## src/logic/regFile.sv

```systemverilog
`timescale 1ns/1ps
`default_nettype none

module regFile (
    input  logic        clk,
    input  logic        arstN,
    input  logic [4:0]  rs1,
    input  logic [4:0]  rs2,
    input  logic [4:0]  rd,
    input  logic        wrEn,
    input  logic [31:0] wrData,
    output logic [31:0] rs1Data,
    output logic [31:0] rs2Data
);

    // x1..x31 only, x0 has no storage
    logic [31:0] regs [1:31];

    // Write at the edge, x0 target dropped
    always_ff @(posedge clk) begin
        if (wrEn && rd != 5'd0) begin
            regs[rd] <= wrData;
        end
    end

    // Combinational reads
    assign rs1Data = (rs1 == 5'd0) ? 32'd0 : regs[rs1];
    assign rs2Data = (rs2 == 5'd0) ? 32'd0 : regs[rs2];

    // Contents stay untouched while reset is low
    noWriteInReset: assert property (
        @(posedge clk) !arstN |-> !wrEn
    ) else $error("Register write enabled while reset is low");

endmodule

`default_nettype wire

```

## config.mk

```make
export PLATFORM = sky130hd
export DESIGN_NAME = regFile
export DESIGN_NICKNAME = d
export VERILOG_FILES = /design/src/logic/regFile.sv
export SDC_FILE = /design/constraint.sdc
export NUM_CORES = 1
export LEC_CHECK = 0
export BUFFER_PORTS_ARGS = -buffer_cell sky130_fd_sc_hd__clkbuf_2
export CAP_MARGIN = 10
export CORE_ASPECT_RATIO = 1.75
export CORE_UTILIZATION = 55
export CTS_BUF_LIST = sky130_fd_sc_hd__clkbuf_2
export DETAILED_ROUTE_END_ITERATION = 10
export MAX_ROUTING_LAYER = met4
export PLACE_DENSITY_LB_ADDON = 0.08
export SLEW_MARGIN = 40
export SYNTH_ARGS = -nofsm -noshare
export SYNTH_HDL_FRONTEND = slang
export SYNTH_SLANG_ARGS = --single-unit
```

## constraint.sdc

```tcl
create_clock -name clk -period 6.5 [get_ports clk]
set_clock_uncertainty 0.1 [all_clocks]
set_input_delay 0.325 -clock clk [delete_from_list [all_inputs] [get_ports clk]]
set_output_delay 0.325 -clock clk [all_outputs]
set_load 0.02 [all_outputs]
```

### Word-level counts from Yosys, hierarchy flattened

Memories as Yosys holds them, arrays and structs flattened.
Cells that the tools add are included.

* reduce and logical (&&, ||, !) cells: 4
* muxes and demuxes: 4

Operators by type and width (count)
* two-way mux 32 bit: 2
* logical NOT 5 bit: 2
* nonzero test 5 bit: 1
* two-way mux 1 bit: 2
* logical AND 1 bit: 1

* word-level logic and storage cells: 9
* register bits: 0
* output and inout bits: 64
* memories kept: 1
* bits in writable memories: 992
* input port bits: 50

Memory list
* regs: depth 31, width 32, rd ports 2, clocked after memory_dff 0, wr ports 1, RTL line 17 `logic [31:0] regs [1:31];`

### Depth between registers and ports, before layout

* word-level depth: 4
* depth in mapped cells: 9
* depth with buffers taken out: 4

### Worst setup path before layout

OpenSTA, ideal clock, no wires.

* kind: input port to flip-flop
* start point: in rd[1]
* end point: mem regs[12][0], enable pin
* arrival time: 2.324 ns
* path slack: 3.655 ns
* stages on the path: 3
* buffers on the path: 1
* setup time: 0.421 ns
* cells stage by stage: or3b_2 -> clkbuf_1 -> nor2_1

* longest elaborated chain between the ends: 4

RTL lines
* start, declared: RTL line 9 `input logic [4:0] rd,`
* nonzero test 5 bit: RTL line 21 `if (wrEn && rd != 5'd0) begin`
* logical AND 1 bit: RTL line 21
* two-way mux 1 bit: RTL line 21
* two-way mux 1 bit (implied by the code): RTL line 22 `regs[rd] <= wrData;`
* end, declared: RTL line 17

Parallel ways exist; a longest one is shown, timed or not.

==> run summary <==
# port buffers: 112
Switching part of the total power: 26.69%
Number of CTS-inserted buffers: 217
Syn Area/Cell: 17.93 sq um
Least-Margin Pin Slew: 1.123 ns
P_leak: 17.64 nW
Die Wd: 221.8 microns
EDFF count, synth: 992
Mux contribution to synthesized area: 24.56%
Largest family of logic cells by synthesized area: multiplexers
Pin count of the biggest net entering global routing: 108
Post-synth top area share: 64.08%
1st-iter DRT viols: 3107
Nets: 2978
Commonest cells after routing, fill and taps aside: edfxtp_1 (992), clkbuf_2 (421), mux4_2 (340)
Global-route usage over all layers: 34.68%
Vias in the first global route: 30018
Largest fanout on the critical path: 2
DRC Markers: 0
CP startpoint kind: flip-flop
Routability cong.: 0.8351
Count of different cell masters after synthesis: 38
Post-Syn Instances: 2593
Switching pwr: 3.270 mW
Synth Flop Type: edfxtp_1
Syn_nets: 2643
Synth Cell Area: 46490 sq um
Synth Area in Adders: 0%
Max Cap Viol: 0
CTS tree: yes
Simple-gate share of the synthesized area: 3.781%
DR vias: 28835
Largest regs: regs x992
Final Slew Violations: 0
Peak VDD IR: 0.1461 mV
Critical path type: reg -> out
H-Tree Depth: 4
1st-pass router iterations: 6
CORE AREA: 83380 sq um
Seq cells post-synth: 992
Required time of the critical path: 6.07 ns
DIE HEIGHT: 386.6 microns
F_max: 0.2441 GHz
# IOs: 114
Compound-Gate Fraction of Synth Area: 5.200%
Logic pwr share: 11.0%
Pint: 8.981 mW
Setup_tns: 0 ns
Routed Antenna Nets: 0
Setup crit end kind: output port
Routed wire length: 142700 microns
Sequential Power Share: 58.3%
Synth async-reset ratio: 0%
Cells along the critical path: mux4_2, nor2b_1, a211o_1, a311o_1, clkbuf_2
Sink Count: 992
Ys Warns: 0
Largest cells by area after synthesis: edfxtp_1 (64%), mux4_2 (16%), mux2i_1 (6.7%), a22oi_1 (1.5%), nor2_1 (0.92%)
Most common cell after layout, fill and taps aside: edfxtp_1
Crit-path max cell delay: 0.48 ns
Rows: 140
Share of cells above drive strength 1: 32.09%
Total chip power: 12.25 mW
Clock tree buffer depth: 3
Final Hold Viols: 0
Register area share after synthesis: 64.08%
Synth Area in XOR/XNOR: 0%
Worst-path clk slew: 0.10 ns
Biggest register: regs
Pwr Density: 237.9 nW/um^2
HP Class: in -> reg
Initial antenna violation count: 2
Crit path time final: 4.096 ns
Worst path slowest cell: mux4_2
Fin crit share: 63.01%
Post-cts sizing count: 0
Detail Placement HPWL: 81560 microns
CP arrival: 3.67 ns
Outcome: finished clean
Fillers: 6231
Starting density of the core: 55.76%
Area leader, netlist: edfxtp_1
Area Overhead vs Synth: 10.74%
Die area: 85740 sq um
GRT overflow: 0
Post-CTS Setup Bufs: 0
Avg WL per Cell: 34.27 microns
Max_slew headroom: 25.13%
# setup viols final: 0
Root Buffer: clkbuf_2
Unrepaired setup endpoints after global routing: no
Vias/cell: 6.923
First-pass GRT wire length: 203700 microns
Clock network power share: 30.7%
Max reg flops: 992
-- worst max-delay path, delay by kind of cell (launching register included) --
| family | cells | cell delay [ns] |
|---|---|---|
| flops | 1 | 0.42 |
| simple gates | 1 | 0.14 |
| compound gates | 2 | 0.83 |
| mux | 1 | 0.48 |
| buf+inv | 1 | 0.20 |
-- cells in the mapped netlist (all sizes together), types with 3 or more instances --
cell / n
a311o: 31
a21oi: 66
buf: 115
mux2: 34
nor2: 114
a31oi: 15
a211oi: 17
nand3b: 6
nand3: 51
nor2b: 36
and3: 15
nand2: 86
a22oi: 94
o21ai: 32
a211o: 31
a22o: 46
edfxtp: 992
and2: 34
clkbuf: 88
or3b: 3
mux4: 350
nand4: 17
mux2i: 311
-- kinds of logic (layout without fill, tap and decap cells) --
logic type | Yosys count | in the layout
DFF | 992 | 992
muxes | 695 | 695
and+or+nand+nor | 369 | 369
AOI/OAI and AO/OA | 333 | 333
buffers and inverters | 204 | 705
other | 0 | 6
-- layout make-up --
type	count	area, sq um	share of cell area [%]
Sequential cell	992	29790	57.86
Multi-Input combinational cell	1397	15890	30.87
Antenna cell	6	15.01	0.02916
Inverter	1	3.754	0.007291
Clock inverter	69	307.8	0.5978
Timing Repair Buffer	319	2562	4.977
Clock buffer	316	1582	3.072
Tap cell	1065	1333	2.588
-- final timing paths --
path	from	end	slack [ns]	depth (start not counted)
max	regs[22][3]	rs1Data[3]	2.40	5
min	rd[0]	regs[17][0]	0.17	4
-- power groups by stage --
stage	Sequential (mW)	Clock, mW	Combinational (mW)
floorplan	7.28	0	0.804
global placement	7.28	0	1.25
detailed placement	7.29	0	1.28
CTS	7.14	3.84	1.33
global route	7.15	4.12	1.40
finish	7.14	3.76	1.34
-- timing repair --
item                                   4_1_cts  5_1_grt
hold buffers                                85       32
setup endpoints to repair                    0        0
endpoints found under the hold margin     1981      992
-- through the flow --
stage               setup slack, ns  utilization [%]  hold slack [ns]  std cells  instance area [sq um]
floorplan                     3.655                -           0.3239       2593                  46490
global placement              2.360            57.94           0.7938       3644                  48310
detailed placement            2.616            58.22           0.8429       3656                  48550
CTS                           2.296            61.51         0.007637       4126                  51290
global route                  2.279            61.74          0.03711       4164                  51480
finish                        2.404            61.75           0.1680       4165                  51480
-- routing by layer --
metal / wire (microns) / vias to the layer above / global-route usage [%]
met1: 50520 / 15131 / 40.32
met5: 0 / - / -
met4: 7496 / 0 / 17.05
met3: 10390 / 404 / 6.060
met2: 74330 / 1623 / 58.27
li1: - / 11677 / -
Note: power is estimated with default switching activity, not from simulation.
