===== src/logic/rvIsaPkg.sv =====
`default_nettype none

package rvIsaPkg;

    // ------------------------------------------------------------
    // Major opcodes, inst[6:0]
    // ------------------------------------------------------------
    localparam logic [6:0] opR      = 7'b0110011;
    localparam logic [6:0] opI      = 7'b0010011;
    localparam logic [6:0] opLoad   = 7'b0000011;
    localparam logic [6:0] opStore  = 7'b0100011;
    localparam logic [6:0] opBranch = 7'b1100011;
    localparam logic [6:0] opLui    = 7'b0110111;
    localparam logic [6:0] opAuipc  = 7'b0010111;
    localparam logic [6:0] opJal    = 7'b1101111;
    localparam logic [6:0] opJalr   = 7'b1100111;

    // ------------------------------------------------------------
    // Minor codes, inst[14:12]
    // ------------------------------------------------------------
    // Arithmetic, shared by R and I forms
    localparam logic [2:0] f3Add  = 3'b000;
    localparam logic [2:0] f3Sll  = 3'b001;
    localparam logic [2:0] f3Slt  = 3'b010;
    localparam logic [2:0] f3Sltu = 3'b011;
    localparam logic [2:0] f3Xor  = 3'b100;
    localparam logic [2:0] f3Srl  = 3'b101;
    localparam logic [2:0] f3Or   = 3'b110;
    localparam logic [2:0] f3And  = 3'b111;
    // Branch conditions
    localparam logic [2:0] f3Beq  = 3'b000;
    localparam logic [2:0] f3Bne  = 3'b001;
    localparam logic [2:0] f3Blt  = 3'b100;
    localparam logic [2:0] f3Bge  = 3'b101;
    localparam logic [2:0] f3Bltu = 3'b110;
    localparam logic [2:0] f3Bgeu = 3'b111;

    // ------------------------------------------------------------
    // Instruction formats, MSB first
    // ------------------------------------------------------------
    typedef struct packed {
        logic [6:0] funct7;
        logic [4:0] rs2;
        logic [4:0] rs1;
        logic [2:0] funct3;
        logic [4:0] rd;
        logic [6:0] opcode;
    } rFmt_t;

    typedef struct packed {
        logic [11:0] imm;
        logic [4:0]  rs1;
        logic [2:0]  funct3;
        logic [4:0]  rd;
        logic [6:0]  opcode;
    } iFmt_t;

    typedef struct packed {
        logic [6:0] immHi;
        logic [4:0] rs2;
        logic [4:0] rs1;
        logic [2:0] funct3;
        logic [4:0] immLo;
        logic [6:0] opcode;
    } sFmt_t;

    // Branch offset bits are scattered, bit 0 implied zero
    typedef struct packed {
        logic       imm12;
        logic [5:0] immHi;
        logic [4:0] rs2;
        logic [4:0] rs1;
        logic [2:0] funct3;
        logic [3:0] immLo;
        logic       imm11;
        logic [6:0] opcode;
    } bFmt_t;

    typedef struct packed {
        logic [19:0] imm;
        logic [4:0]  rd;
        logic [6:0]  opcode;
    } uFmt_t;

    // Jump offset, again bit 0 implied
    typedef struct packed {
        logic       imm20;
        logic [9:0] immLo;
        logic       imm11;
        logic [7:0] immHi;
        logic [4:0] rd;
        logic [6:0] opcode;
    } jFmt_t;

    // One word, six views
    typedef union packed {
        rFmt_t rFmt;
        iFmt_t iFmt;
        sFmt_t sFmt;
        bFmt_t bFmt;
        uFmt_t uFmt;
        jFmt_t jFmt;
    } instWord_t;

endpackage

`default_nettype wire


===== src/logic/rvCtrlPkg.sv =====
`default_nettype none

package rvCtrlPkg;

    // ------------------------------------------------------------
    // ALU operation codes
    // ------------------------------------------------------------
    typedef enum logic [3:0] {
        aluAdd   = 4'd0,
        aluSub   = 4'd1,
        aluAnd   = 4'd2,
        aluOr    = 4'd3,
        aluXor   = 4'd4,
        aluSll   = 4'd5,
        aluSrl   = 4'd6,
        aluSra   = 4'd7,
        aluSlt   = 4'd8,
        aluSltu  = 4'd9,
        aluPassB = 4'd10    // lui, operand B straight through
    } aluOp_t;

    // Write-back source
    typedef enum logic [1:0] {
        wbAlu  = 2'd0,
        wbLoad = 2'd1,
        wbPc4  = 2'd2
    } wbSel_t;

    // Upper 24 address bits of the IO page, 0xFFFFFC00..0xFFFFFCFF
    localparam logic [23:0] ioPageDefault = 24'hFFFFFC;

endpackage

`default_nettype wire


===== src/logic/aluExecute.sv =====
`timescale 1ns/1ps
`default_nettype none

module aluExecute (
    input  logic [31:0]       opA,
    input  logic [31:0]       opB,
    input  rvCtrlPkg::aluOp_t aluOp,
    input  logic [2:0]        funct3,
    input  logic              isBranch,
    output logic [31:0]       aluResult,
    output logic              zero,
    output logic              branchTaken
);
    import rvIsaPkg::*;
    import rvCtrlPkg::*;

    logic [4:0] shamt;
    logic       ltSigned;
    logic       ltUnsigned;
    logic       condMet;

    // Shift amount, low five bits only
    assign shamt = opB[4:0];

    // Shared compares for slt and branches
    assign ltSigned   = ($signed(opA) < $signed(opB));
    assign ltUnsigned = (opA < opB);

    // ------------------------------------------------------------
    // Operation
    // ------------------------------------------------------------
    always_comb begin
        case (aluOp)
            aluAdd:   aluResult = opA + opB;
            aluSub:   aluResult = opA - opB;
            aluAnd:   aluResult = opA & opB;
            aluOr:    aluResult = opA | opB;
            aluXor:   aluResult = opA ^ opB;
            aluSll:   aluResult = opA << shamt;
            aluSrl:   aluResult = opA >> shamt;
            aluSra:   aluResult = $unsigned($signed(opA) >>> shamt);
            aluSlt:   aluResult = {31'd0, ltSigned};
            aluSltu:  aluResult = {31'd0, ltUnsigned};
            aluPassB: aluResult = opB;
            default:  aluResult = opA + opB;
        endcase
    end

    // Equality from the subtraction
    assign zero = (aluResult == 32'd0);

    // ------------------------------------------------------------
    // Branch condition
    // ------------------------------------------------------------
    always_comb begin
        case (funct3)
            f3Beq:   condMet = zero;
            f3Bne:   condMet = !zero;
            f3Blt:   condMet = ltSigned;
            f3Bge:   condMet = !ltSigned;
            f3Bltu:  condMet = ltUnsigned;
            f3Bgeu:  condMet = !ltUnsigned;
            // Reserved codes never branch
            default: condMet = 1'b0;
        endcase
    end

    assign branchTaken = isBranch && condMet;

endmodule

`default_nettype wire


===== config.mk =====
export PLATFORM = sky130hd
export DESIGN_NAME = aluExecute
export DESIGN_NICKNAME = d
export VERILOG_FILES = /design/src/logic/rvIsaPkg.sv /design/src/logic/rvCtrlPkg.sv /design/src/logic/aluExecute.sv
export SDC_FILE = /design/constraint.sdc
export NUM_CORES = 1
export LEC_CHECK = 0
export BUFFER_PORTS_ARGS = -buffer_cell sky130_fd_sc_hd__buf_2
export CAP_MARGIN = 20
export CELL_PAD_IN_SITES_DETAIL_PLACEMENT = 0
export CELL_PAD_IN_SITES_GLOBAL_PLACEMENT = 2
export CORE_MARGIN = 8
export CORE_UTILIZATION = 36
export DETAILED_ROUTE_END_ITERATION = 10
export PLACE_DENSITY = 0.95
export SYNTH_ARGS = -nofsm -noshare
export SYNTH_HDL_FRONTEND = slang
export SYNTH_SLANG_ARGS = --single-unit

===== constraint.sdc =====
create_clock -name vclk -period 7.4
set_input_delay 0.74 -clock vclk [all_inputs]
set_output_delay 0.74 -clock vclk [all_outputs]
set_load 0.005 [all_outputs]

; Yosys cells after proc, flatten, opt, wreduce, memory -nomap -nowiden
; Index checks and enable logic that the tools add are counted.
[totals]
register_bits = 0
inputBits = 72
[classes]
addsub = 2
order_cmp = 2
eq_ne = 15
shift = 3
mux = 2
bitwise = 3
n_reduce_logical = 6
[op_table]
columns = op, n
row1 = case mux 32 bit (10 select lines), 1
row2 = < comparator 32 bit, 2
row3 = adder 32 bit, 1
row4 = AND 32 bit, 1
row5 = logical NOT 32 bit, 1
row6 = bitwise OR 32 bit, 1
row7 = left shift 32 x 5 -> 32 bit, 1
row8 = right shift 32 x 5 -> 32 bit, 1
row9 = >>> shifter 32 x 5 -> 32 bit, 1
row10 = subtractor 32 bit, 1
row11 = bitwise XOR 32 bit, 1
row12 = equality test 4 x 3 -> 1 bit (second input constant), 4
row13 = equality test 3 bit (second input constant), 4
row14 = equality test 4 bit (second input constant), 3
row15 = equality test 4 x 2 -> 1 bit (second input constant), 2
row16 = case mux 1 bit (6 select lines), 1
row17 = equality test 4 x 1 -> 1 bit (second input constant), 1
row18 = equality test 3 x 1 -> 1 bit (second input constant), 1
row19 = logical NOT 1 bit, 3
row20 = logical NOT 3 bit, 1
row21 = logical AND 1 bit, 1

; Longest topological paths before layout
[logic_depth]
depth_word = 6
mapped_depth = 21
mapped_depth_nobuf = 15

; Least setup slack after synthesis
; No wires, ideal clock.
[synth_path]
path_kind = input to output
startpoint = input opB[2]
endpoint = output branchTaken
arrival_time_ns = 5.863
required_time_ns = 6.660
path_slack_ns = 0.797
stages = 20
path_buffers = 7
path_cell_list = buf_2 > buf_2 > buf_2 > inv_1 > buf_2 > buf_2 > buf_2 > ha_1 > clkbuf_8 > or4_4 > a21oi_4 > o21ai_2 > o211a_1 > a211o_1 > a2111o_1 > or4_1 > or4_1 > or4_1 > or3_1 > o211ai_2
[synth_via]
elab_chain_cells = 6
[synth_rtl]
columns = element, line_no
row1 = "start, declared", aluExecute.sv:6  ; input logic [31:0] opB,
row2 = adder 32 bit (tied with other cells), "aluExecute.sv:34, aluExecute.sv:45"
row3 = case mux 32 bit (10 select lines) *, aluExecute.sv:33  ; case (aluOp)
row4 = via aluResult[25], aluExecute.sv:10  ; output logic [31:0] aluResult,
row5 = logical NOT 32 bit *, aluExecute.sv:50  ; assign zero = (aluResult == 32'd0);
row6 = logical NOT 1 bit, aluExecute.sv:58  ; f3Bne: condMet = !zero;
row7 = case mux 1 bit (6 select lines) *, aluExecute.sv:56  ; case (funct3)
row8 = logical AND 1 bit *, aluExecute.sv:68  ; assign branchTaken = isBranch && condMet;
row9 = "end, declared", aluExecute.sv:12  ; output logic branchTaken
; The timed path passes the listed nets; every way through them passes the cells marked *.

; Worst setup path in the final report
[layout_path]
startpoint = input opA[15]
endpoint = output branchTaken
[layout_via]
elab_chain_cells = 6
[layout_rtl]
columns = element, line_no
row1 = "start, declared", aluExecute.sv:5  ; input logic [31:0] opA,
row2 = adder 32 bit (tied with other cells), "aluExecute.sv:34, aluExecute.sv:45"
row3 = case mux 32 bit (10 select lines), aluExecute.sv:33
row4 = logical NOT 32 bit, aluExecute.sv:50
row5 = logical NOT 1 bit, aluExecute.sv:58
row6 = case mux 1 bit (6 select lines) *, aluExecute.sv:56
row7 = logical AND 1 bit *, aluExecute.sv:68
; Every way passes the cells marked *; elsewhere a longest branch is shown, timed or not.

==> flow_summary.json <==
{
  "tightest_slew_ps": 1190,
  "ctsHoldBuffers": 0,
  "die_h_um": 191,
  "ant_nets": 0,
  "total_power_uw": 985,
  "final_area_um2": 11900,
  "crit_path_start_kind": "input port",
  "io_pins": 106,
  "power_frac_clock_pct": 0,
  "netlist.area_leader.share_pct": 11.0,
  "drt-pass1-iter-count": 7,
  "detail_route.wl_per_cell_um": 30.1,
  "yosysMostFrequentCell": "nand2_1",
  "port_buffers": 106,
  "post_synth_num_cell_types": 106,
  "hold_violations": 0,
  "fmax_ghz": 0.149,
  "cap_violations": 0,
  "grt_max_degree": 55,
  "worst-path-buf-inv": 4,
  "post-cts-setup-buffers": 0,
  "crit_family": "simple AND/OR/NAND/NOR gates",
  "synth.yosys.seq_area_share_pct": 0,
  "syn_nets": 1726,
  "period_minus_slack_ps": 6730,
  "clkbuf_count": 0,
  "worstPathArrival_ps": 5990,
  "outcome": "finished clean",
  "grt_pass1_vias": 13100,
  "path_class": "in2out",
  "seqPwrFrac_pct": 0,
  "cts_resized": 0,
  "nNetsFinal": 1755,
  "p_sw_share_pct": 63.9,
  "synth_cells": 1555,
  "slew_violations": 0,
  "row_count": 64,
  "drive_above_1_share_pct": 19.8,
  "start_util_pct": 36.3,
  "synthesis.area_um2": 11100,
  "die_area_um2": 36600,
  "regArea_um2": 0,
  "avgSynthCellArea_um2": 7.11,
  "required_ps": 6660,
  "max_slew_margin_pct": 18.8,
  "design.seq.count": 0,
  "final.period_utilization_pct": 91.0,
  "rsz0062_at_grt": "no",
  "min_from": "funct3[2]",
  "vias_per_cell": 7.09,
  "p_int_uw": 355,
  "hp-class": "in2out",
  "powerDensity_nw_per_um2": 82.6,
  "net-switching-power_uw": 630,
  "drt_iter0_drc": 1921,
  "setup_violations": 0,
  "finalSetupTns_ps": 0,
  "drc": 0,
  "wl_um": 59700,
  "core_area_um2": 30400,
  "cpMostUsedCell": "or4_1",
  "crit_fanout": 14,
  "yosys_warnings": 0,
  "fp.dieW_um": 191,
  "peakVddDrop_v": 0.0000349,
  "synth_area_leaders": "ha_1 11%, mux4_2 8.6%, mux2i_1 5.9%, mux2_2 5.1%, nand2_1 4.5%",
  "grt_antenna_before_repair": 2,
  "grt_overflow_total": 0,
  "critPathMaxStageDelay_ps": 670,
  "leakagePower_uw": 0.00499,
  "power_frac_comb_pct": 100.0,
  "synth_top_cells_by_count": "133 x nand2_1, 117 x nor2_1, 103 x inv_1",
  "grt_pass1_wl_um": 87400,
  "gp_congestion": 1.06,
  "critPathLaunch": "opA[15]",
  "route.vias.total": 14000,
  "area_growth_pct": 7.85,
  "slowest_stage": "a2111oi_2",
  "postPlaceCellArea_um2": 11900,
  "grt_usage_pct": 31.1,
  "yosys.area.top_type": "ha_1",
  "hold_ws_ps": 1820,
  "dp_hpwl_um": 46900,
  "end_kind": "primary output",
  "path_cells": "buf_2 -> inv_1 -> ha_1 -> inv_1 -> a21oi_1 -> o31ai_1 -> a2111oi_2 -> nand3b_1 -> a21oi_1 -> nor3_1 -> or4_1 -> or4_1 -> or4_1 -> or3_1 -> o211ai_2 -> buf_2"
}
==> tightest hold or removal path, stage by stage <==
cell      delay (ps)
buf_2             90
nand3_1           80
o211ai_2          70
buf_2            110
==> power groups by stage <==
| stage | Sequential (uW) | Clock, uW | Combinational [uW] |
|---|---|---|---|
| after detailed placement | 0 | 0 | 944 |
| after CTS | 0 | 0 | 949 |
| final | 0 | 0.0000195 | 985 |
| after global placement | 0 | 0 | 944 |
| after global routing | 0 | 0.0000181 | 1040 |
| after floorplan | 0 | 0 | 617 |
==> stage by stage <==
stage               std cells  util [%]  worst slack, ps
finish                   1980      39.2              670
global placement         1978      39.2              777
global route             1979      39.2              466
floorplan                1555         -              797
CTS                      1978      39.2              780
detailed placement       1978      39.2              802
==> final timing paths <==
path                  slack, ps  cells past startpoint           to
worst min-delay path       1820                      4  branchTaken
worst max-delay path        670                     16  branchTaken
==> cells by family (layout without fill, tap and decap cells) <==
family / after synthesis / count (layout) / synth area share [%]
compound gates: 533 / 533 / 34.8
xor+xnor: 15 / 15 / 1.19
fa+ha+maj: 99 / 99 / 11.3
mux: 158 / 158 / 19.6
other cells: 0 / 2 / 0
buf+inv: 245 / 272 / 9.60
simple gates: 505 / 505 / 23.4
==> layout make-up <==
class                           instances  area [um^2]
Fill cell                            3293        18500
Multi-Input combinational cell       1310        10000
Timing Repair Buffer                  165          991
Tap cell                              396          495
Inverter                              107          402
Antenna cell                            2         5.00
==> placed cells by master, fill, tap and decap left out, types with 27 or more instances in the layout <==
master    Yosys  final
o22ai_1      28     28
o21ai_0      72     71
nand3_1      33     33
mux2_2       50     50
mux4_2       42     42
nor2_1      117    117
a22oi_1      27     27
nand2b_1     27     27
o211ai_1     37     37
buf_2        27    104
nand2_1     133    133
a21oi_1      93     93
inv_1       103    103
nor3_1       36     36
mux2i_1      65     65
ha_1         97     97
buf_4         5     60
==> layer usage <==
metal,global-route usage [%],vias to the layer above,wire [um]
met4,15.1,0,3610
li1,-,6006,-
met5,0,-,0
met1,40.8,6781,23500
met3,5.93,214,6640
met2,48.1,1028,25900
Note: power is estimated with default switching activity, not from simulation.
