[src/logic/rvIsaPkg.sv]
`default_nettype none

package rvIsaPkg;

    // ------------------------------------------------------------
    // Major opcodes, inst[6:0]
    // ------------------------------------------------------------
    localparam logic [6:0] opR      = 7'b0110011;
    localparam logic [6:0] opI      = 7'b0010011;
    localparam logic [6:0] opLoad   = 7'b0000011;
    localparam logic [6:0] opStore  = 7'b0100011;
    localparam logic [6:0] opBranch = 7'b1100011;
    localparam logic [6:0] opLui    = 7'b0110111;
    localparam logic [6:0] opAuipc  = 7'b0010111;
    localparam logic [6:0] opJal    = 7'b1101111;
    localparam logic [6:0] opJalr   = 7'b1100111;

    // ------------------------------------------------------------
    // Minor codes, inst[14:12]
    // ------------------------------------------------------------
    // Arithmetic, shared by R and I forms
    localparam logic [2:0] f3Add  = 3'b000;
    localparam logic [2:0] f3Sll  = 3'b001;
    localparam logic [2:0] f3Slt  = 3'b010;
    localparam logic [2:0] f3Sltu = 3'b011;
    localparam logic [2:0] f3Xor  = 3'b100;
    localparam logic [2:0] f3Srl  = 3'b101;
    localparam logic [2:0] f3Or   = 3'b110;
    localparam logic [2:0] f3And  = 3'b111;
    // Branch conditions
    localparam logic [2:0] f3Beq  = 3'b000;
    localparam logic [2:0] f3Bne  = 3'b001;
    localparam logic [2:0] f3Blt  = 3'b100;
    localparam logic [2:0] f3Bge  = 3'b101;
    localparam logic [2:0] f3Bltu = 3'b110;
    localparam logic [2:0] f3Bgeu = 3'b111;

    // ------------------------------------------------------------
    // Instruction formats, MSB first
    // ------------------------------------------------------------
    typedef struct packed {
        logic [6:0] funct7;
        logic [4:0] rs2;
        logic [4:0] rs1;
        logic [2:0] funct3;
        logic [4:0] rd;
        logic [6:0] opcode;
    } rFmt_t;

    typedef struct packed {
        logic [11:0] imm;
        logic [4:0]  rs1;
        logic [2:0]  funct3;
        logic [4:0]  rd;
        logic [6:0]  opcode;
    } iFmt_t;

    typedef struct packed {
        logic [6:0] immHi;
        logic [4:0] rs2;
        logic [4:0] rs1;
        logic [2:0] funct3;
        logic [4:0] immLo;
        logic [6:0] opcode;
    } sFmt_t;

    // Branch offset bits are scattered, bit 0 implied zero
    typedef struct packed {
        logic       imm12;
        logic [5:0] immHi;
        logic [4:0] rs2;
        logic [4:0] rs1;
        logic [2:0] funct3;
        logic [3:0] immLo;
        logic       imm11;
        logic [6:0] opcode;
    } bFmt_t;

    typedef struct packed {
        logic [19:0] imm;
        logic [4:0]  rd;
        logic [6:0]  opcode;
    } uFmt_t;

    // Jump offset, again bit 0 implied
    typedef struct packed {
        logic       imm20;
        logic [9:0] immLo;
        logic       imm11;
        logic [7:0] immHi;
        logic [4:0] rd;
        logic [6:0] opcode;
    } jFmt_t;

    // One word, six views
    typedef union packed {
        rFmt_t rFmt;
        iFmt_t iFmt;
        sFmt_t sFmt;
        bFmt_t bFmt;
        uFmt_t uFmt;
        jFmt_t jFmt;
    } instWord_t;

endpackage

`default_nettype wire

[src/logic/rvCtrlPkg.sv]
`default_nettype none

package rvCtrlPkg;

    // ------------------------------------------------------------
    // ALU operation codes
    // ------------------------------------------------------------
    typedef enum logic [3:0] {
        aluAdd   = 4'd0,
        aluSub   = 4'd1,
        aluAnd   = 4'd2,
        aluOr    = 4'd3,
        aluXor   = 4'd4,
        aluSll   = 4'd5,
        aluSrl   = 4'd6,
        aluSra   = 4'd7,
        aluSlt   = 4'd8,
        aluSltu  = 4'd9,
        aluPassB = 4'd10    // lui, operand B straight through
    } aluOp_t;

    // Write-back source
    typedef enum logic [1:0] {
        wbAlu  = 2'd0,
        wbLoad = 2'd1,
        wbPc4  = 2'd2
    } wbSel_t;

    // Upper 24 address bits of the IO page, 0xFFFFFC00..0xFFFFFCFF
    localparam logic [23:0] ioPageDefault = 24'hFFFFFC;

endpackage

`default_nettype wire

[src/logic/instDecoder.sv]
`timescale 1ns/1ps
`default_nettype none

module instDecoder (
    input  rvIsaPkg::instWord_t inst,
    output logic [4:0]          rs1,
    output logic [4:0]          rs2,
    output logic [4:0]          rd,
    output logic [2:0]          funct3,
    output logic [31:0]         imm,
    output rvCtrlPkg::aluOp_t   aluOp,
    output logic                aluSrc,
    output logic                regWrite,
    output logic                memRead,
    output logic                memWrite,
    output logic                isBranch,
    output logic                isJal,
    output logic                isJalr,
    output rvCtrlPkg::wbSel_t   wbSel
);
    import rvIsaPkg::*;
    import rvCtrlPkg::*;

    logic [6:0] opcode;
    logic       altBit;

    // Register fields sit in the same place in every format
    assign opcode = inst.rFmt.opcode;
    assign rs1    = inst.rFmt.rs1;
    assign rs2    = inst.rFmt.rs2;
    assign rd     = inst.rFmt.rd;
    assign funct3 = inst.rFmt.funct3;
    // funct7 bit 5, sub and sra select
    assign altBit = inst.rFmt.funct7[5];

    // ------------------------------------------------------------
    // Control levels
    // ------------------------------------------------------------
    assign isBranch = (opcode == opBranch);
    assign isJal    = (opcode == opJal);
    assign isJalr   = (opcode == opJalr);
    assign memRead  = (opcode == opLoad);
    assign memWrite = (opcode == opStore);

    // Immediate feeds operand B
    assign aluSrc = (opcode == opI) || (opcode == opLoad) || (opcode == opStore) ||
                    (opcode == opLui) || (opcode == opAuipc) || (opcode == opJalr);

    // Everything but stores and branches writes rd
    assign regWrite = (opcode == opR) || (opcode == opI) || (opcode == opLoad) ||
                      (opcode == opLui) || (opcode == opAuipc) || isJal || isJalr;

    // Link value for jumps, load data for loads
    assign wbSel = (isJal || isJalr) ? wbPc4 : (memRead ? wbLoad : wbAlu);

    // ------------------------------------------------------------
    // Full ALU code from opcode, funct3 and funct7[5]
    // ------------------------------------------------------------
    always_comb begin
        aluOp = aluAdd;
        if (opcode == opR || opcode == opI) begin
            case (funct3)
                // Only the R form has sub
                f3Add:   aluOp = (opcode == opR && altBit) ? aluSub : aluAdd;
                f3Sll:   aluOp = aluSll;
                f3Slt:   aluOp = aluSlt;
                f3Sltu:  aluOp = aluSltu;
                f3Xor:   aluOp = aluXor;
                // srai keeps bit 30 in its imm field too
                f3Srl:   aluOp = altBit ? aluSra : aluSrl;
                f3Or:    aluOp = aluOr;
                default: aluOp = aluAnd;
            endcase
        end else if (isBranch) begin
            aluOp = aluSub;
        end else if (opcode == opLui) begin
            aluOp = aluPassB;
        end
    end

    // ------------------------------------------------------------
    // Sign-extended immediate, per format view
    // ------------------------------------------------------------
    always_comb begin
        case (opcode)
            opStore:  imm = {{20{inst.sFmt.immHi[6]}}, inst.sFmt.immHi, inst.sFmt.immLo};
            opBranch: imm = {{20{inst.bFmt.imm12}}, inst.bFmt.imm11, inst.bFmt.immHi,
                             inst.bFmt.immLo, 1'b0};
            opLui,
            opAuipc:  imm = {inst.uFmt.imm, 12'h000};
            opJal:    imm = {{12{inst.jFmt.imm20}}, inst.jFmt.immHi, inst.jFmt.imm11,
                             inst.jFmt.immLo, 1'b0};
            // I form, loads and jalr
            default:  imm = {{20{inst.iFmt.imm[11]}}, inst.iFmt.imm};
        endcase
    end

endmodule

`default_nettype wire

[config.mk]
export PLATFORM = sky130hd
export DESIGN_NAME = instDecoder
export DESIGN_NICKNAME = d
export VERILOG_FILES = /design/src/logic/rvIsaPkg.sv /design/src/logic/rvCtrlPkg.sv /design/src/logic/instDecoder.sv
export SDC_FILE = /design/constraint.sdc
export NUM_CORES = 1
export LEC_CHECK = 0
export BUFFER_PORTS_ARGS = -buffer_cell sky130_fd_sc_hd__clkbuf_2
export CORE_MARGIN = 10
export CORE_UTILIZATION = 32
export DETAILED_ROUTE_END_ITERATION = 8
export PLACE_DENSITY = 0.85
export SYNTH_ARGS = -nofsm -noshare
export SYNTH_HDL_FRONTEND = slang
export SYNTH_SLANG_ARGS = --single-unit
[constraint.sdc]
create_clock -name vclk -period 1.8
set_input_delay 0.27 -clock vclk [all_inputs]
set_output_delay 0.27 -clock vclk [all_outputs]
set_load 0.005 [all_outputs]
Word-level counts from Yosys, hierarchy flattened
Cells that the tools add are included.

Flip-flop bits (word level): 0. Bits of input ports: 32.

Equality and inequality tests: 15. Mux-type cells: 9. Reduce and logical (&&, ||, !) cells: 15.

Operators with widths (count): 31-bit one-hot mux with 4 select lines (1); 4-bit one-hot mux with 7 select lines (1); 7-bit by 6-bit equality test with 1-bit output, second input constant (3); 7-bit equality test, second input constant (3); 7-bit by 5-bit equality test with 1-bit output, second input constant (2); 1-bit logical OR (12); 4-bit 2-to-1 mux (3); 3-bit equality test, second input constant (3); 7-bit by 2-bit equality test with 1-bit output, second input constant (1); 3-bit by 2-bit equality test with 1-bit output, second input constant (2); 3-bit by 1-bit equality test with 1-bit output, second input constant (1); 3-bit zero test (1); 1-bit 2-to-1 mux (3); 2-bit 2-to-1 mux (1); 2-bit OR reduction (1); 1-bit logical AND (1).

Longest topological paths before layout
Depth in word-level cells: 7. Mapped depth: 6. Depth with buffers taken out: 4.

Worst setup path before layout
No wires, ideal clock.

Path type: input-to-output. Start point: in inst[4] (netlist name). End point: out regWrite. Data arrival time: 1.322 ns. Data required time: 1.530 ns. Setup slack: 0.208 ns. Cell stages on the path: 6. Path through: buf_4 nand4b_4 nor2_2 or2_1 buf_6 or3_1.

Elaborated cells between the ends (all ways): 13. Classes of those cells: eq/ne: 7; reduce/logical: 6.

RTL lines: from (decl) (RTL line instDecoder.sv:5) `input rvIsaPkg::instWord_t inst,`; 7-bit equality test (RTL line instDecoder.sv:40) `assign isJal = (opcode == opJal);`; named net isJal (RTL line instDecoder.sv:17) `output logic isJal,`; 1-bit logical OR (2 in a row) (RTL line instDecoder.sv:51) `(opcode == opLui) || (opcode == opAuipc) || isJal || isJalr;`; to (decl) (RTL line instDecoder.sv:13) `output logic regWrite,`.

The timed path passes the listed nets, and every way through them passes these cells.

Worst setup path in the final report
Start point: in inst[3] (netlist name). End point: out imm[1].

Cells in the longest elaborated chain, start to end: 3. Elaborated cells between the ends (all ways): 7. Classes of those cells: eq/ne: 5; mux: 1; reduce/logical: 1.

Ends and longest elaborated chain: 7-bit by 6-bit equality test with 1-bit output or 7-bit by 5-bit equality test with 1-bit output (tied branches) (RTL line instDecoder.sv:85) `case (opcode)`; 2-bit OR reduction (RTL line instDecoder.sv:85); 31-bit one-hot mux with 4 select lines * (RTL line instDecoder.sv:85); to (decl) (RTL line instDecoder.sv:10) `output logic [31:0] imm,`.

Mark *: on every way between the ends. The rest lies on a longest branch, timed or not.

==> reports/metrics.csv <==
stage,metric,value,unit
run_status,outcome,"complete, no violations",
floorplanning,Initial Util,0.340,
timing,"Period Utilization, post-route",0.944,
floorplanning,Die Y,66.1,µm
route,routed len/inst,15.2,µm
power_and_ir_drop,leakage,0.765,nW
placed_design,placement-stage cell area,0.00109,mm²
grt,initial antenna violation count,0,
route,1st-iter DRT viols,46,
route,final wirelength,3.17,mm
floorplanning,# rows,16,
yosys,yosys warns,0,
cells_and_area,Layout Nets,215,
yosys,Synth cell types,30,
critical_path,CP top delay family,buffers and inverters,
route,DR WL met2,1.75,mm
grt,largest net degree at the start of global routing,18,
yosys,syn nets,131,
floorplanning,IO Count,95,
yosys,Synth top cells by count,"20 x buf_4, 19 x a21o_1",
route,DRT met1 WL,1.06,mm
timing,actual slew at the worst max-slew pin,0.651,ns
power_and_ir_drop,Power Total,0.000221,W
critical_path,Critical Path Fanout Max,6,
yosys,multiplexer area fraction after synthesis,0,
critical_path,Crit. End Element,primary output,
yosys,register area share after synthesis,0,
yosys,top-count cell post-synth,buf_4,
yosys,most area-consuming cells after synthesis,"buf_4 22%, a21o_1 21%, a22o_1 5.1%",
route,DRC errors left,0,
timing,Final Hold Viols,0,
cells_and_area,layout cells sized above 1,0.624,
yosys,Synth Area in Compound Gates,0.390,
critical_path,CP max-delay cell,nor3_4,
grt,grt total ovfl,0,
critical_path,crit path kind,input pin to primary output,
placed_design,GP Congestion,0.810,
timing,relative max-transition margin,0.564,
hold_path,min-delay worst type,input pin to primary output,
flow_run,max cap viols,0,
route,via/cell ratio,4.68,
grt,first-pass GRT wire length,4.68,mm
route,via count,974,
critical_path,CP most frequent cell,clkbuf_2,
yosys,Yosys top cell area share,0.221,
timing,Max Freq,588,MHz
critical_path,Bufs and invs on worst path,4,
yosys,Gate Count Post-Synth,99,
cells_and_area,sequential cells,0,
critical_path,Worst setup SP type,input pin,
yosys,xor and xnor area share after synthesis,0,
floorplanning,Core ar.,0.00200,mm²
critical_path,"Arr. time, crit path",1.43,ns
yosys,largest family of logic cells by synthesized area,compound AO/OA/AOI/OAI gates,
power_and_ir_drop,Worst VDD drop,0.124,mV
cells_and_area,post-route cell area,0.00113,mm²
timing,final setup vio count,0,
floorplanning,Die W,66.1,µm
cells_and_area,Fill cells,215,
route,Routed met3 length,350,µm
cells_and_area,Antenna Cells,0,
critical_path,CP required,1.53,ns
yosys,cell area after synthesis,681,µm²
placed_design,HPWL after DPL,2.90,mm
yosys,post-synthesis simple-gate area fraction,0.333,
critical_path,worst path cell trace,clkbuf_2 -> nand3b_4 -> buf_4 -> nor3_4 -> buf_6 -> nor2_1 -> a22o_1 -> clkbuf_2,
placed_design,port buffer count,95,
cells_and_area,FF+latch area,0,µm²
timing,fin. max-slew vios,0,
grt,all-layer global routing usage,0.125,
cts,hold buffer count at cts,0,
yosys,Avg Inst Size Synth,6.88,µm²
timing,RSZ-0062 raised after global routing,no,
power_and_ir_drop,Pwr Density,196,mW/mm²
route,drt pass-1 iters,4,
yosys,top cell type by total area after synthesis,buf_4,
floorplanning,DIE AREA,0.00437,mm²
timing,Final min period,1.70,ns
cells_and_area,Clock Buffer Count,0,
grt,vias in the first global route,992,
cells_and_area,Syn-to-layout area delta,65.8,%
route,DR top layer,met4,
critical_path,CP peak stage delay,0.22,ns
yosys,adder-cell share of the synthesized area,0,
route,post-route ant nets,0,
[final timing paths]
path  cells after the start     end  startpoint
max                       8  imm[1]     inst[3]
min                       2   rd[1]     inst[8]
[logic make-up after synthesis]
family | Yosys count
AO/OA/AOI/OAI | 37
AND/OR/NAND/NOR | 34
buffers and inverters | 28
[metal layers]
metal / up-vias / track usage
li1: 504 / -
met1: 429 / 0.121
met2: 39 / 0.250
met3: 2 / 0.0458
met4: 0 / 0.00785
met5: - / 0
[per-stage QoR]
step / worst slack, ns / std cells / util / setup TNS (ns) / hold WS, ns
3_5_place_dp: -0.0128 / 207 / 0.545 / -0.0233 / 0.734
2_1_floorplan: 0.208 / 99 / - / 0 / 0.573
3_3_place_gp: -0.00300 / 207 / 0.545 / -0.00474 / 0.732
5_1_grt: 0.00244 / 208 / 0.564 / 0 / 0.742
4_1_cts: -0.0122 / 207 / 0.545 / -0.0211 / 0.735
6_report: 0.100 / 208 / 0.564 / 0 / 0.732
[area by class of cell]
cell class         instances  area [µm²]  area share
repair buffers           106         566       0.501
multi-input cells         71         514       0.456
well taps                 27        33.8      0.0299
inverters                  4        15.0      0.0133
[report_power, final]
part | switching [W] | internal (W)
Combinational | 0.000109 | 0.000112
Clock | 0 | 0
Sequential | 0 | 0
Total | 0.000109 | 0.000112
[layout by cell type (no fill, tap or decap), types with 4 or more instances in the layout]
cell,synthesis,final
nor2_1,5,5
o21ai_0,5,5
nor2b_1,5,5
a21o_1,19,19
clkbuf_2,0,94
buf_4,20,9
a22o_1,4,4
a21oi_1,4,4
nand2_1,5,5
inv_1,4,4
[repair_timing]
item,4_1_cts,5_1_grt
gates resized for setup,0,7
buffers inserted,0,1
gates cloned,0,0
pin swaps,0,1
setup endpoints to repair,2,17
No activity file was read; power rests on OpenSTA's default activity.
